--- src/logic/spi_flash_config.svh ---
`ifndef SPI_FLASH_CONFIG_SVH
`define SPI_FLASH_CONFIG_SVH

// Identification code, sent most significant byte first.
`define FLASH_ID_CODE 24'h010000

// Address bytes after the fast read command.
`define FLASH_ADDR_BYTES 3

// Dummy bytes between address and data.
`define FLASH_DUMMY_BYTES 1

`endif

--- src/logic/spi_flash_pkg.sv ---
package spi_flash_pkg;

    // **************************************************************************
    // Command codes
    // **************************************************************************

    typedef enum logic [7:0] {
        CMD_FAST_READ = 8'h0B,
        CMD_READ_ID   = 8'h9F,
        CMD_WAKEUP    = 8'hAB
    } flash_cmd_e;

    // **************************************************************************
    // Decoder phases and reply kinds
    // **************************************************************************

    // Address phases must stay consecutive from PH_ADDR1.
    typedef enum logic [2:0] {
        PH_IDLE  = 3'd0,
        PH_ADDR1 = 3'd1,
        PH_ADDR2 = 3'd2,
        PH_ADDR3 = 3'd3,
        PH_DUMMY = 3'd4,
        PH_DATA  = 3'd5,
        PH_ID    = 3'd6
    } flash_phase_e;

    typedef enum logic [1:0] {
        REPLY_NONE = 2'd0,
        REPLY_DATA = 2'd1,
        REPLY_ID   = 2'd2
    } reply_sel_e;

    // Byte offered by a reply source.
    typedef struct packed {
        logic       req;
        logic [7:0] data;
    } tx_byte_t;

endpackage

--- src/logic/flash_cmd_decoder.sv ---
`timescale 1ns/1ps

`include "spi_flash_config.svh"

module flash_cmd_decoder
    import spi_flash_pkg::*;
(
    input  logic       sclk,
    input  logic       cs,
    input  logic [7:0] rx_byte,
    input  logic       rx_last,
    output reply_sel_e reply_sel,
    output logic       addr_load,
    output logic       bad_cmd
);

    localparam int ADDR_BYTES  = `FLASH_ADDR_BYTES;
    localparam int DUMMY_BYTES = `FLASH_DUMMY_BYTES;
    localparam int DUMMY_W     = (DUMMY_BYTES > 1) ? $clog2(DUMMY_BYTES) : 1;

    // Phase encoding puts address byte n at value n.
    localparam flash_phase_e LAST_ADDR = flash_phase_e'(ADDR_BYTES);

    flash_phase_e       phase;
    flash_phase_e       phase_nxt;
    logic [DUMMY_W-1:0] dummy_cnt;
    logic [DUMMY_W-1:0] dummy_nxt;
    logic               bad_nxt;

    // **************************************************************************
    // Byte boundary decode
    // **************************************************************************

    always_comb begin
        phase_nxt = phase;
        dummy_nxt = dummy_cnt;
        bad_nxt   = bad_cmd;
        reply_sel = REPLY_NONE;
        addr_load = 1'b0;

        if (rx_last) begin
            case (phase)
                PH_IDLE: begin
                    case (rx_byte)
                        CMD_READ_ID: begin
                            phase_nxt = PH_ID;
                            reply_sel = REPLY_ID;
                        end
                        CMD_FAST_READ: phase_nxt = PH_ADDR1;
                        CMD_WAKEUP:    phase_nxt = PH_IDLE;
                        // Flag it, then carry on as after a wake-up.
                        default:       bad_nxt = 1'b1;
                    endcase
                end
                PH_ADDR1, PH_ADDR2, PH_ADDR3: begin
                    addr_load = 1'b1;
                    if (phase == LAST_ADDR) begin
                        phase_nxt = PH_DUMMY;
                    end else begin
                        phase_nxt = flash_phase_e'(phase + 3'd1);
                    end
                end
                PH_DUMMY: begin
                    if (dummy_cnt == DUMMY_W'(DUMMY_BYTES - 1)) begin
                        phase_nxt = PH_DATA;
                        reply_sel = REPLY_DATA;
                    end else begin
                        dummy_nxt = dummy_cnt + 1'b1;
                    end
                end
                PH_DATA: reply_sel = REPLY_DATA;
                PH_ID:   reply_sel = REPLY_ID;
                default: phase_nxt = PH_IDLE;
            endcase
        end
    end

    always_ff @(posedge sclk or posedge cs) begin
        if (cs) begin
            phase     <= PH_IDLE;
            dummy_cnt <= '0;
            bad_cmd   <= 1'b0;
        end else begin
            phase     <= phase_nxt;
            dummy_cnt <= dummy_nxt;
            bad_cmd   <= bad_nxt;
        end
    end

endmodule

--- src/logic/id_source.sv ---
`timescale 1ns/1ps

`include "spi_flash_config.svh"

module id_source
    import spi_flash_pkg::*;
(
    input  logic     sclk,
    input  logic     cs,
    input  logic     advance,
    output tx_byte_t id_req
);

    localparam logic [23:0] ID_CODE = `FLASH_ID_CODE;

    logic [1:0] idx;

    // Index 0 is the top byte; wraps after index 2.
    always_ff @(posedge sclk or posedge cs) begin
        if (cs) begin
            idx <= 2'd0;
        end else if (advance) begin
            if (idx == 2'd2) begin
                idx <= 2'd0;
            end else begin
                idx <= idx + 2'd1;
            end
        end
    end

    always_comb begin
        case (idx)
            2'd0:    id_req.data = ID_CODE[23:16];
            2'd1:    id_req.data = ID_CODE[15:8];
            default: id_req.data = ID_CODE[7:0];
        endcase
    end

    // ID bytes are always on hand.
    assign id_req.req = 1'b1;

endmodule

--- src/logic/pattern_source.sv ---
`timescale 1ns/1ps

`include "spi_flash_config.svh"

module pattern_source
    import spi_flash_pkg::*;
(
    input  logic       sclk,
    input  logic       cs,
    input  logic       addr_load,
    input  logic [7:0] rx_byte,
    input  logic       advance,
    output tx_byte_t   data_req
);

    localparam int ADDR_BYTES = `FLASH_ADDR_BYTES;
    localparam int ADDR_W     = 8 * ADDR_BYTES;
    localparam int CNT_W      = $clog2(ADDR_BYTES + 1);

    logic [ADDR_W-1:0] addr;
    logic [CNT_W-1:0]  addr_cnt;
    logic [7:0]        pattern;

    // Address arrives MSB first, then counts up per data byte.
    always_ff @(posedge sclk) begin
        if (addr_load) begin
            addr <= {addr[ADDR_W-9:0], rx_byte};
        end else if (advance) begin
            addr <= addr + 1'b1;
        end
    end

    always_ff @(posedge sclk or posedge cs) begin
        if (cs) begin
            addr_cnt <= '0;
        end else if (addr_load && addr_cnt != CNT_W'(ADDR_BYTES)) begin
            addr_cnt <= addr_cnt + 1'b1;
        end
    end

    // XOR of all address bytes.
    always_comb begin
        pattern = 8'h00;
        for (int i = 0; i < ADDR_BYTES; i++) begin
            pattern = pattern ^ addr[8*i +: 8];
        end
    end

    assign data_req.req  = (addr_cnt == CNT_W'(ADDR_BYTES));
    assign data_req.data = pattern;

endmodule

--- src/logic/reply_arbiter.sv ---
`timescale 1ns/1ps

module reply_arbiter
    import spi_flash_pkg::*;
(
    input  logic       sclk,
    input  logic       cs,
    input  logic       rx_last,
    input  reply_sel_e reply_sel,
    input  tx_byte_t   data_req,
    input  tx_byte_t   id_req,
    output logic       tx_load,
    output logic [7:0] tx_data,
    output logic       data_advance,
    output logic       id_advance,
    output logic       so_en
);

    logic data_grant;
    logic id_grant;

    // **************************************************************************
    // One grant per byte boundary
    // **************************************************************************

    // Decoder selects the kind, the source must also be ready.
    assign data_grant = rx_last && (reply_sel == REPLY_DATA) && data_req.req;
    assign id_grant   = rx_last && (reply_sel == REPLY_ID) && id_req.req;

    assign tx_load = data_grant | id_grant;

    always_comb begin
        if (id_grant) begin
            tx_data = id_req.data;
        end else begin
            tx_data = data_req.data;
        end
    end

    // Granted source steps on the loading edge.
    assign data_advance = data_grant;
    assign id_advance   = id_grant;

    // **************************************************************************
    // Output enable
    // **************************************************************************

    // Sticky from the first load until cs rises.
    always_ff @(posedge sclk or posedge cs) begin
        if (cs) begin
            so_en <= 1'b0;
        end else if (tx_load) begin
            so_en <= 1'b1;
        end
    end

endmodule

--- src/logic/spi_byte_shifter.sv ---
`timescale 1ns/1ps

module spi_byte_shifter (
    input  logic       sclk,
    input  logic       cs,
    input  logic       si,
    input  logic       tx_load,
    input  logic [7:0] tx_data,
    output logic [7:0] rx_byte,
    output logic       rx_last,
    output logic       so
);

    logic [2:0] bit_cnt;
    logic [6:0] rx_reg;
    logic [7:0] tx_reg;

    // **************************************************************************
    // Receive side
    // **************************************************************************

    // Bit position inside the current byte.
    always_ff @(posedge sclk or posedge cs) begin
        if (cs) begin
            bit_cnt <= 3'd0;
        end else begin
            bit_cnt <= bit_cnt + 3'd1;
        end
    end

    // Earlier bits of the byte, oldest on top.
    always_ff @(posedge sclk) begin
        rx_reg <= {rx_reg[5:0], si};
    end

    // Live si closes the byte.
    assign rx_byte = {rx_reg, si};
    assign rx_last = (bit_cnt == 3'd7);

    // **************************************************************************
    // Transmit side
    // **************************************************************************

    always_ff @(posedge sclk or posedge cs) begin
        if (cs) begin
            tx_reg <= 8'h00;
        end else if (tx_load) begin
            tx_reg <= tx_data;
        end else begin
            tx_reg <= {tx_reg[6:0], 1'b0};
        end
    end

    // MSB first.
    assign so = tx_reg[7];

endmodule

--- src/logic/spi_flash_responder.sv ---
`timescale 1ns/1ps

module spi_flash_responder
    import spi_flash_pkg::*;
(
    input  logic sclk,
    input  logic cs,
    input  logic si,
    output logic so,
    output logic so_en,
    output logic bad_cmd
);

    logic [7:0] rx_byte;
    logic       rx_last;
    logic       tx_load;
    logic [7:0] tx_data;
    reply_sel_e reply_sel;
    logic       addr_load;
    tx_byte_t   data_req;
    tx_byte_t   id_req;
    logic       data_advance;
    logic       id_advance;

    spi_byte_shifter u_shifter (
        .sclk    (sclk),
        .cs      (cs),
        .si      (si),
        .tx_load (tx_load),
        .tx_data (tx_data),
        .rx_byte (rx_byte),
        .rx_last (rx_last),
        .so      (so)
    );

    flash_cmd_decoder u_decoder (
        .sclk      (sclk),
        .cs        (cs),
        .rx_byte   (rx_byte),
        .rx_last   (rx_last),
        .reply_sel (reply_sel),
        .addr_load (addr_load),
        .bad_cmd   (bad_cmd)
    );

    // **************************************************************************
    // Reply sources and their arbiter
    // **************************************************************************

    pattern_source u_pattern (
        .sclk      (sclk),
        .cs        (cs),
        .addr_load (addr_load),
        .rx_byte   (rx_byte),
        .advance   (data_advance),
        .data_req  (data_req)
    );

    id_source u_id (
        .sclk    (sclk),
        .cs      (cs),
        .advance (id_advance),
        .id_req  (id_req)
    );

    reply_arbiter u_arbiter (
        .sclk         (sclk),
        .cs           (cs),
        .rx_last      (rx_last),
        .reply_sel    (reply_sel),
        .data_req     (data_req),
        .id_req       (id_req),
        .tx_load      (tx_load),
        .tx_data      (tx_data),
        .data_advance (data_advance),
        .id_advance   (id_advance),
        .so_en        (so_en)
    );

endmodule

--- config.mk ---
export PLATFORM = sky130hd
export DESIGN_NAME = spi_flash_responder
export DESIGN_NICKNAME = d
export VERILOG_FILES = /design/src/logic/spi_flash_pkg.sv /design/src/logic/flash_cmd_decoder.sv /design/src/logic/id_source.sv /design/src/logic/pattern_source.sv /design/src/logic/reply_arbiter.sv /design/src/logic/spi_byte_shifter.sv /design/src/logic/spi_flash_responder.sv
export VERILOG_INCLUDE_DIRS = /design/src /design/src/logic
export SDC_FILE = /design/constraint.sdc
export NUM_CORES = 1
export LEC_CHECK = 0
export BUFFER_PORTS_ARGS = -buffer_cell sky130_fd_sc_hd__clkbuf_2
export CORE_MARGIN = 2
export CORE_UTILIZATION = 43
export CTS_CLUSTER_DIAMETER = 200
export DETAILED_ROUTE_END_ITERATION = 8
export PLACE_DENSITY = 0.69
export RECOVER_POWER = 50
export REMOVE_ABC_BUFFERS = 1
export SLEW_MARGIN = 20
export SYNTH_ARGS = -nofsm -noshare
export SYNTH_HDL_FRONTEND = slang
export SYNTH_SLANG_ARGS = --single-unit
--- constraint.sdc ---
create_clock -name sclk -period 3 [get_ports sclk]
set_input_delay 0.3 -clock sclk [delete_from_list [all_inputs] [get_ports sclk]]
set_output_delay 0.3 -clock sclk [all_outputs]
set_load 0.01 [all_outputs]
Word-level counts from Yosys, hierarchy flattened --
Cells that the tools add are included.
Storage, ports and cells: bits in registers 52, word-level logic and storage cells 68
Cells by class: bitwise gates (word level) 5, equality and inequality tests 17, mux-type cells 17, add/sub/neg operators 6, reductions and logical operators 13
Operators by type and width (count):
- $mux W24 | 2
- $add A24 B1 Y24 const B | 1
- $eq A8 B8 Y1 const B | 2
- $mux W8 | 2
- $xor A8 B8 Y8 | 2
- $eq A3 B3 Y1 const B | 4
- $pmux W3 S4 | 1
- $pmux W3 S3 | 1
- $eq A8 B4 Y1 const B | 1
- $pmux W2 S4 | 1
- $add A3 B1 Y3 const B | 2
- $eq A2 B2 Y1 const B | 3
- $eq A3 B2 Y1 const B | 2
- $mux W2 | 3
- $mux W3 | 2
- $reduce_or A3 Y1 | 2
- $mux W1 | 5
- $add A2 B1 Y2 const B | 2
- $logic_and A1 B1 Y1 | 4
- $ne A2 B2 Y1 const B | 2
- $ne A4 B1 Y1 const B | 1
- $reduce_and A4 Y1 | 1
- $eq A3 B1 Y1 const B | 1
- $logic_not A3 Y1 | 1
- 9 further kinds | 10

Logic depth before layout (Yosys ltp) --
Gate-level depths: netlist of run 1.
word-level depth 9, mapped depth 7

Hierarchy --
From an unflattened synthesis of run 1, not the netlist that was laid out.
Second synthesis, totals: cells, all modules 291, area total of the unflattened synthesis 3098.0 um^2
Modules (own cells, without submodules):
- pattern_source | seq. area each 770.7 um^2, area each 1770.4 um^2, cells an instance 183, times used 1
- spi_byte_shifter | seq. area each 415.4 um^2, area each 579.3 um^2, cells an instance 32, times used 1
- flash_cmd_decoder | seq. area each 100.1 um^2, area each 379.1 um^2, cells an instance 40, times used 1
- reply_arbiter | seq. area each 25.0 um^2, area each 207.7 um^2, cells an instance 17, times used 1
- id_source | seq. area each 50.0 um^2, area each 161.4 um^2, cells an instance 19, times used 1

Least setup slack after synthesis of run 1 --
No wires, ideal clock.
kind flip-flop to flip-flop, from reg u_decoder.phase[0], to reg u_pattern.addr[0] (enable), arrival time 2045 ps, required time 2575 ps, library setup time 425 ps, path buffers 2, path slack 530 ps, stages on the path, launching flop included 8, cells stage by stage dfrtp_1 inv_1 ha_1 o21ba_2 o21ai_0 buf_2 buf_2 nand2_1
Between the ends: cells in the longest elaborated chain, start to end 7
Ends and longest elaborated chain:
- start, declared | line flash_cmd_decoder.sv:24 | flash_phase_e phase;
- start signal, assigned | line flash_cmd_decoder.sv:84 | phase <= phase_nxt;
- $eq A3 B3 Y1 or $logic_not A3 Y1 (tied branches) | line flash_cmd_decoder.sv:42 | case (phase)
- $pmux W2 S4 | line flash_cmd_decoder.sv:42
- $mux W2 | line flash_cmd_decoder.sv:41 | if (rx_last) begin
- $eq A2 B1 Y1 | line reply_arbiter.sv:27 | assign data_grant = rx_last && (reply_sel == REPLY_DATA) && data_req.req;
- $logic_and A1 B1 Y1 (2 in a row) | line reply_arbiter.sv:27
- $reduce_bool A2 Y1 (no source line) *
- end signal, assigned | line pattern_source.sv:27 | addr <= {addr[ADDR_W-9:0], rx_byte};
- end signal, assigned | line pattern_source.sv:29 | addr <= addr + 1'b1;
- end, declared | line pattern_source.sv:20 | logic [ADDR_W-1:0] addr;
Every way passes the cells marked *; elsewhere a longest branch is shown, timed or not. A chain may end at the register's enable or synchronous reset.

Worst setup path after layout of run 1 --
from reg u_decoder.phase[0], to reg u_id.idx[0]
Between the ends: cells in the longest elaborated chain, start to end 5
Ends and longest elaborated chain:
- $eq A3 B3 Y1 or $logic_not A3 Y1 (tied branches) | line flash_cmd_decoder.sv:42
- $pmux W2 S4 * | line flash_cmd_decoder.sv:42
- $mux W2 * | line flash_cmd_decoder.sv:41
- $eq A2 B2 Y1 * | line reply_arbiter.sv:28 | assign id_grant = rx_last && (reply_sel == REPLY_ID) && id_req.req;
- $logic_and A1 B1 Y1 * | line reply_arbiter.sv:28
- end signal, assigned | line id_source.sv:26 | idx <= idx + 2'd1;
- end, declared | line id_source.sv:16 | logic [1:0] idx;
Marked as above.

==> reports/metrics.yaml, run 1 <==
placement:
  detailed_place_hpwl_um: 3840
  io_buffers: 5
  dp_cells: 351
  routabilityCongestion: 0.816
  place_area_um2: 2930
setup_path:
  crit_required_ns: 3.21
  crit_path_max_fanout: 11
  crit_type: "flop to flop"
  end_kind: "flop"
  arrival_ns: 2.44
  start_kind: "flop"
yosys:
  synth.cell_area_um2: 2850
  avgSynthCellArea_um2: 10.1
  async_flop_share_pct: 39.2
  synth_compound_area_share_pct: 10.1
  syn_inst: 283
  synth_mux_area_share_pct: 4.75
  synth_edf_count: 24
  yosysSeqAreaShare_pct: 47.8
  synth-simple-area-share_pct: 18.1
  yosysTopAreaCell: "edfxtp_1"
  synth_area_leaders: "edfxtp_1 (25%), dfrtp_1 (18%), xnor2_1 (8.6%)"
  synth_fa_ha_area_share_pct: 4.40
  yosysWarnings: 0
  yosysUniqueCellTypes: 41
  synth_seq_cells: 51
  yosys.area_share.xor_xnor_pct: 10.2
  yosysTopAreaCellShare_pct: 25.3
  synth_top_family_by_area: "simple AND/OR/NAND/NOR gates"
  synth_ff_type: "edfxtp_1"
drt:
  postRouteAntennaNets: 0
  routed_via_density: 5.62
  first_pass_iters: 4
  routed_wl_um: 5350
  wire_per_inst_um: 14.9
  drcViolationCount: 0
  drt-initial-drc-count: 192
  dr_total_vias: 2016
timing:
  hold_slack_ns: 0.0753
  setup_violations: 0
  finalSetupTns_ns: 0
  relSlewSlack_pct: 49.4
  fin_crit_sh_pct: 74.2
  period_needed_ns: 2.23
  rsz0062_at_grt: "false"
  fmax_ghz: 0.449
  fin_worst_skew_ns: 0.0101
  worst_pin_slew_ns: 0.758
  hold_viol: 0
  slew_violations: 0
global_route:
  grt_usage_pct: 15.7
  grt_overflow: 0
  grt_pass1_wl_um: 9080
  antenna_found_initial: 0
  first_global_vias: 1911
  grt_max_degree: 25
cells_and_area:
  largest_reg_flops: 24
  finalNetCount: 294
  seqCellArea_um2: 1360
  diodes: 0
  drive_gt1_share_pct: 7.09
  area_delta_synth_final_pct: 6.11
  n_fill_cell: 589
  final_cell_count_no_fill: 359
  multi_input_area_um2: 1360
  fin_area_um2: 3020
pwr:
  finalPower_uw: 1180
  irDropWorstVdd_v: 0.000332
  powerDensity_nw_per_um2: 389
  leakage_uw: 0.00116
run:
  maxCapViolCount: 0
clock_network:
  cts_tree: "built"
  cts.htree.levels: 2
  cts_hold_buf: 0
  cts_buffer_depth: 2
  clk_latency_ns: 0.32
  post_cts_resized: 0
  clockRootBuffer: "clkbuf_8"
  cts_buffers: 5
  post_cts_buffers: 0
  clk_pin_slew_ns: 0.11
  clkSinkCount: 51
die:
  die_x_um: 85.3
  dieArea_um2: 7280
  initial_core_util_pct: 44.6
  ios: 6
  std_cell_rows: 29
  fp.dieH_um: 85.3
  core_area_um2: 6390
status:
  status: "finished, final reports clean"
hold_path:
  hold_class: "input pin to asynchronous set/reset pin"
-- worst max-delay path: stages (launching register included) --
cell and delay (ns):
dfrtp_1 0.43, inv_1 0.13, ha_1 0.26, nand2b_1 0.12, o41ai_1 0.36, and3_1 0.44, mux2_2 0.38
-- power breakdown --
part,switching (µW),internal [µW],leakage [µW]
Combinational,8.14,2.62,0.000581
Sequential,5.83,730,0.000534
Clock,258,172,0.0000463
Total,272,904,0.00116
-- layout make-up --
cell class | instances | share of cell area, %
multi-input combinational | 200 | 45.1
clock buffer | 5 | 2.28
clock inverter | 3 | 0.912
inverter | 14 | 1.74
sequential | 51 | 45.1
timing repair buffer | 9 | 1.66
tap | 77 | 3.19
-- per-layer routing --
| metal | GRT usage [%] | routed length (µm) | up-vias |
|---|---|---|---|
| met5 | 0 | 0 | - |
| met4 | 5.77 | 82 | 0 |
| met3 | 3.21 | 218 | 5 |
| met2 | 24.9 | 2500 | 36 |
| met1 | 21.3 | 2550 | 972 |
| li1 | - | - | 1003 |
-- logic make-up after synthesis --
group	after synthesis
adders and majority gates	10
DFF	51
xor gates and xnor gates	33
and+or+nand+nor	97
muxes	13
buffers and inverters	32
AOI/OAI and AO/OA	47
-- final timing paths --
path | from | to | slack, ns | depth (start not counted)
worst max-delay path | u_decoder.phase[0] | u_id.idx[0] | 0.77 | 6
worst min-delay path | cs | u_shifter.tx_reg[3] | 0.08 | 2
worst max register to register | u_decoder.phase[0] | u_id.idx[0] | 0.77 | 6
worst min register to register | u_shifter.rx_reg[0] | u_shifter.rx_reg[1] | 0.38 | 0
max in group asynchronous | cs | u_id.idx[0] | 2.45 | 2
min in group sclk | si | u_shifter.rx_reg[0] | 0.14 | 1
-- Yosys cell counts, drive strengths merged, types with 2 or more instances --
cell     n
ha      10
mux2     4
edfxtp  24
and4     2
inv     14
or3      5
clkbuf   8
nor2b    4
nand3    8
nor2    36
and3     5
dfrtp   20
dfxtp    7
nor3     8
buf     10
nand2    8
o21ai    9
xnor2   28
o41ai    2
xor2     5
a21oi   19
nand4b   5
a31oi    7
nand4    7
nor4     5
mux2i    9
-- stage by stage --
stage / setup slack (ns) / util, %
6_report: 0.775 / 47.3
3_5_place_dp: 0.803 / 45.8
3_3_place_gp: 0.883 / 45.8
2_1_floorplan: -2.58 / -
5_1_grt: 0.633 / 47.3
4_1_cts: 0.783 / 47.4
-- cell usage in the layout, fill, tap and decap left out, types with 2 or more instances in the layout --
| cell type | count |
|---|---|
| a21oi_1 | 19 |
| a31oi_1 | 7 |
| and3_1 | 5 |
| and4_1 | 2 |
| buf_4 | 4 |
| clkbuf_1 | 4 |
| clkbuf_8 | 5 |
| dfrtp_1 | 20 |
| dfxtp_1 | 7 |
| edfxtp_1 | 24 |
| ha_1 | 10 |
| inv_1 | 14 |
| mux2_2 | 4 |
| mux2i_1 | 9 |
| nand2_1 | 8 |
| nand3_1 | 8 |
| nand4_1 | 6 |
| nand4b_1 | 5 |
| nor2_1 | 36 |
| nor2b_1 | 4 |
| nor3_1 | 8 |
| nor4_1 | 5 |
| o21ai_0 | 8 |
| o41ai_1 | 2 |
| or3_1 | 5 |
| xnor2_1 | 28 |
| xor2_1 | 5 |
Note: power is estimated with default switching activity, not from simulation.
==> run 2: changes to the inputs <==
--- a/config.mk
+++ b/config.mk
@@ -6,12 +6,13 @@
 export SDC_FILE = /design/constraint.sdc
 export NUM_CORES = 1
 export LEC_CHECK = 0
+export ABC_AREA = 1
 export BUFFER_PORTS_ARGS = -buffer_cell sky130_fd_sc_hd__clkbuf_2
 export CORE_MARGIN = 2
 export CORE_UTILIZATION = 43
 export CTS_CLUSTER_DIAMETER = 200
 export DETAILED_ROUTE_END_ITERATION = 8
-export PLACE_DENSITY = 0.69
+export PLACE_DENSITY = 0.71
 export RECOVER_POWER = 50
 export REMOVE_ABC_BUFFERS = 1
 export SLEW_MARGIN = 20
==> constraint.sdc (replaced) <==
create_clock -name sclk -period 1.9 [get_ports sclk]
set_input_delay 0.19 -clock sclk [delete_from_list [all_inputs] [get_ports sclk]]
set_output_delay 0.19 -clock sclk [all_outputs]
set_load 0.01 [all_outputs]
==> reports/metrics.yaml, run 2 <==
status:
  status: "finished with violations"
  violations: "negative hold slack"
pwr:
  p_clk_share_pct: 29.9
  p_sw_share_pct: 31.0
  p_comb_share_pct: 20.9
  leakage_uw: 0.00154
  p_int_uw: 1810
  power_switching_uw: 813
  powerDensity_nw_per_um2: 770
  irDropWorstVdd_v: 0.000374
  sequentialPowerShare_pct: 49.2
drt:
  wire_per_inst_um: 12.5
  first_pass_iters: 4
  routed_wl_um: 6290
  drt-initial-drc-count: 147
  dr_total_vias: 2482
  routed_via_density: 4.92
  postRouteAntennaNets: 0
  drcViolationCount: 0
cells_and_area:
  utilization_pct: 49.8
  diodes: 0
  final_common_cell: "nand2_1"
  final_cell_mix: "nand2_1 (135), nor2_1 (38), inv_1 (35)"
  fin_area_um2: 3400
  largest_reg_flops: 24
  finalNetCount: 420
  drive_gt1_share_pct: 10.5
  area_delta_synth_final_pct: 11.5
placement:
  detailed_place_hpwl_um: 4520
  place_ws_ns: 0.0455
  place_area_um2: 3240
  io_buffers: 5
  routabilityCongestion: 0.955
timing:
  fin_crit_sh_pct: 93.4
  fmax_ghz: 0.564
  setup_ws_ns: 0.126
  relSlewSlack_pct: 47.8
  worst_pin_slew_ns: 0.781
  hold_viol: 20
  period_needed_ns: 1.77
  slew_violations: 0
  fin_worst_skew_ns: 0.00819
  hold_slack_ns: -0.0152
  setup_violations: 0
yosys:
  yosysWarnings: 0
  avgSynthCellArea_um2: 7.82
  synth.cell_area_um2: 3050
  yosysSeqAreaShare_pct: 44.6
  yosysTopAreaCellShare_pct: 23.6
  syn_inst: 390
  synth_edf_count: 24
  async_flop_share_pct: 39.2
  synth_common_cells: "nand2_1 (137), nor2_1 (39), inv_1 (36)"
  synth_most_common_cell: "nand2_1"
  synth_seq_cells: 51
  synth_ff_type: "edfxtp_1"
  yosysTopAreaCell: "edfxtp_1"
  synth_area_leaders: "edfxtp_1 (24%), nand2_1 (17%), dfrtp_1 (16%)"
  yosysUniqueCellTypes: 27
global_route:
  antenna_found_initial: 0
  grt_usage_pct: 17.6
  grt_max_degree: 25
  grt_pass1_wl_um: 10700
  first_global_vias: 2378
  grt_overflow: 0
clock_network:
  clk_latency_ns: 0.32
  cts_hold_buf: 0
  cts_buffers: 5
  cts_buffer_depth: 2
  clkSinkCount: 51
  cts.htree.levels: 2
  clockRootBuffer: "clkbuf_8"
  clk_pin_slew_ns: 0.10
  cts_tree: "built"
die:
  core_area_um2: 6830
  std_cell_rows: 30
  ios: 6
  initial_core_util_pct: 44.7
  dieArea_um2: 7790
  fp.dieH_um: 88.2
  die_x_um: 88.2
setup_path:
  end_kind: "flop"
  crit_required_ns: 1.97
  start_kind: "flop"
  arrival_ns: 1.85
  crit_path_max_fanout: 19
  crit_type: "flop to flop"
hold_path:
  hold_class: "input pin to asynchronous set/reset pin"
run:
  maxCapViolCount: 0
==> run 2: critical path, cell delays in order, from the launching register on <==
cell	delay, ns
dfrtp_1	0.41
clkbuf_1	0.13
ha_1	0.20
ha_1	0.22
nor2_4	0.15
nor2_4	0.05
clkbuf_4	0.21
nand2_1	0.08
o21ai_0	0.07
==> run 2: metal layers <==
metal,share of wire (%),GRT usage [%]
met1,46,23.5
met2,48,29.0
met3,3.1,2.80
met4,3.1,6.06
met5,0,0
==> run 2: kinds of logic after synthesis <==
logic type	share of synthesized area (%)
adder cells (fa/ha/maj)	4.10
AND/OR/NAND/NOR	33.5
XOR/XNOR	8.61
buffers and inverters	6.11
flip-flops	44.6
AO/OA/AOI/OAI	3.08
==> run 2: repair_timing <==
action	in CTS	in global routing
gates resized for setup	0	8
setup buffers	0	1
endpoints found under the setup margin	0	43
==> run 2: worst paths after layout <==
kind,start,to,slack (ns),cells after the start
max reg2reg,u_decoder.phase[0],u_pattern.addr[4],0.13,8
min in group sclk,si,u_shifter.rx_reg[0],0.06,1
max in group asynchronous,cs,u_arbiter.so_en,1.43,2
min reg2reg,u_shifter.rx_reg[1],u_shifter.rx_reg[2],0.37,0
min,cs,u_shifter.tx_reg[1],-0.02,2
max,u_decoder.phase[0],u_pattern.addr[4],0.13,8
==> run 2: area by class of cell <==
class                   instances  area [µm²]
repair buffers                 17         140
inverters                      39         146
fillers                       678        3430
multi-input cells             293        1520
clock inverters                 3        42.5
clock buffers                   5        68.8
well taps                      96         120
flip-flops and latches         51        1360
==> run 2: metrics by stage <==
stage	cells	setup TNS (ns)	total power, µW	hold WS (ns)
final	504	0	2620	-0.0152
after global routing	504	-0.286	2790	0.0488
after CTS	502	0	2570	0.0163
after detailed placement	494	0	1800	0.353
after global placement	494	0	1770	0.336
after floorplan	383	-15.02	1680	0.154
==> run 2: power by group through the flow <==
stage / logic (µW) / clock network, µW / registers (µW)
final: 548 / 785 / 1290
after global routing: 644 / 847 / 1300
after CTS: 496 / 793 / 1280
after detailed placement: 494 / 0 / 1310
after global placement: 470 / 0 / 1300
after floorplan: 382 / 0 / 1290
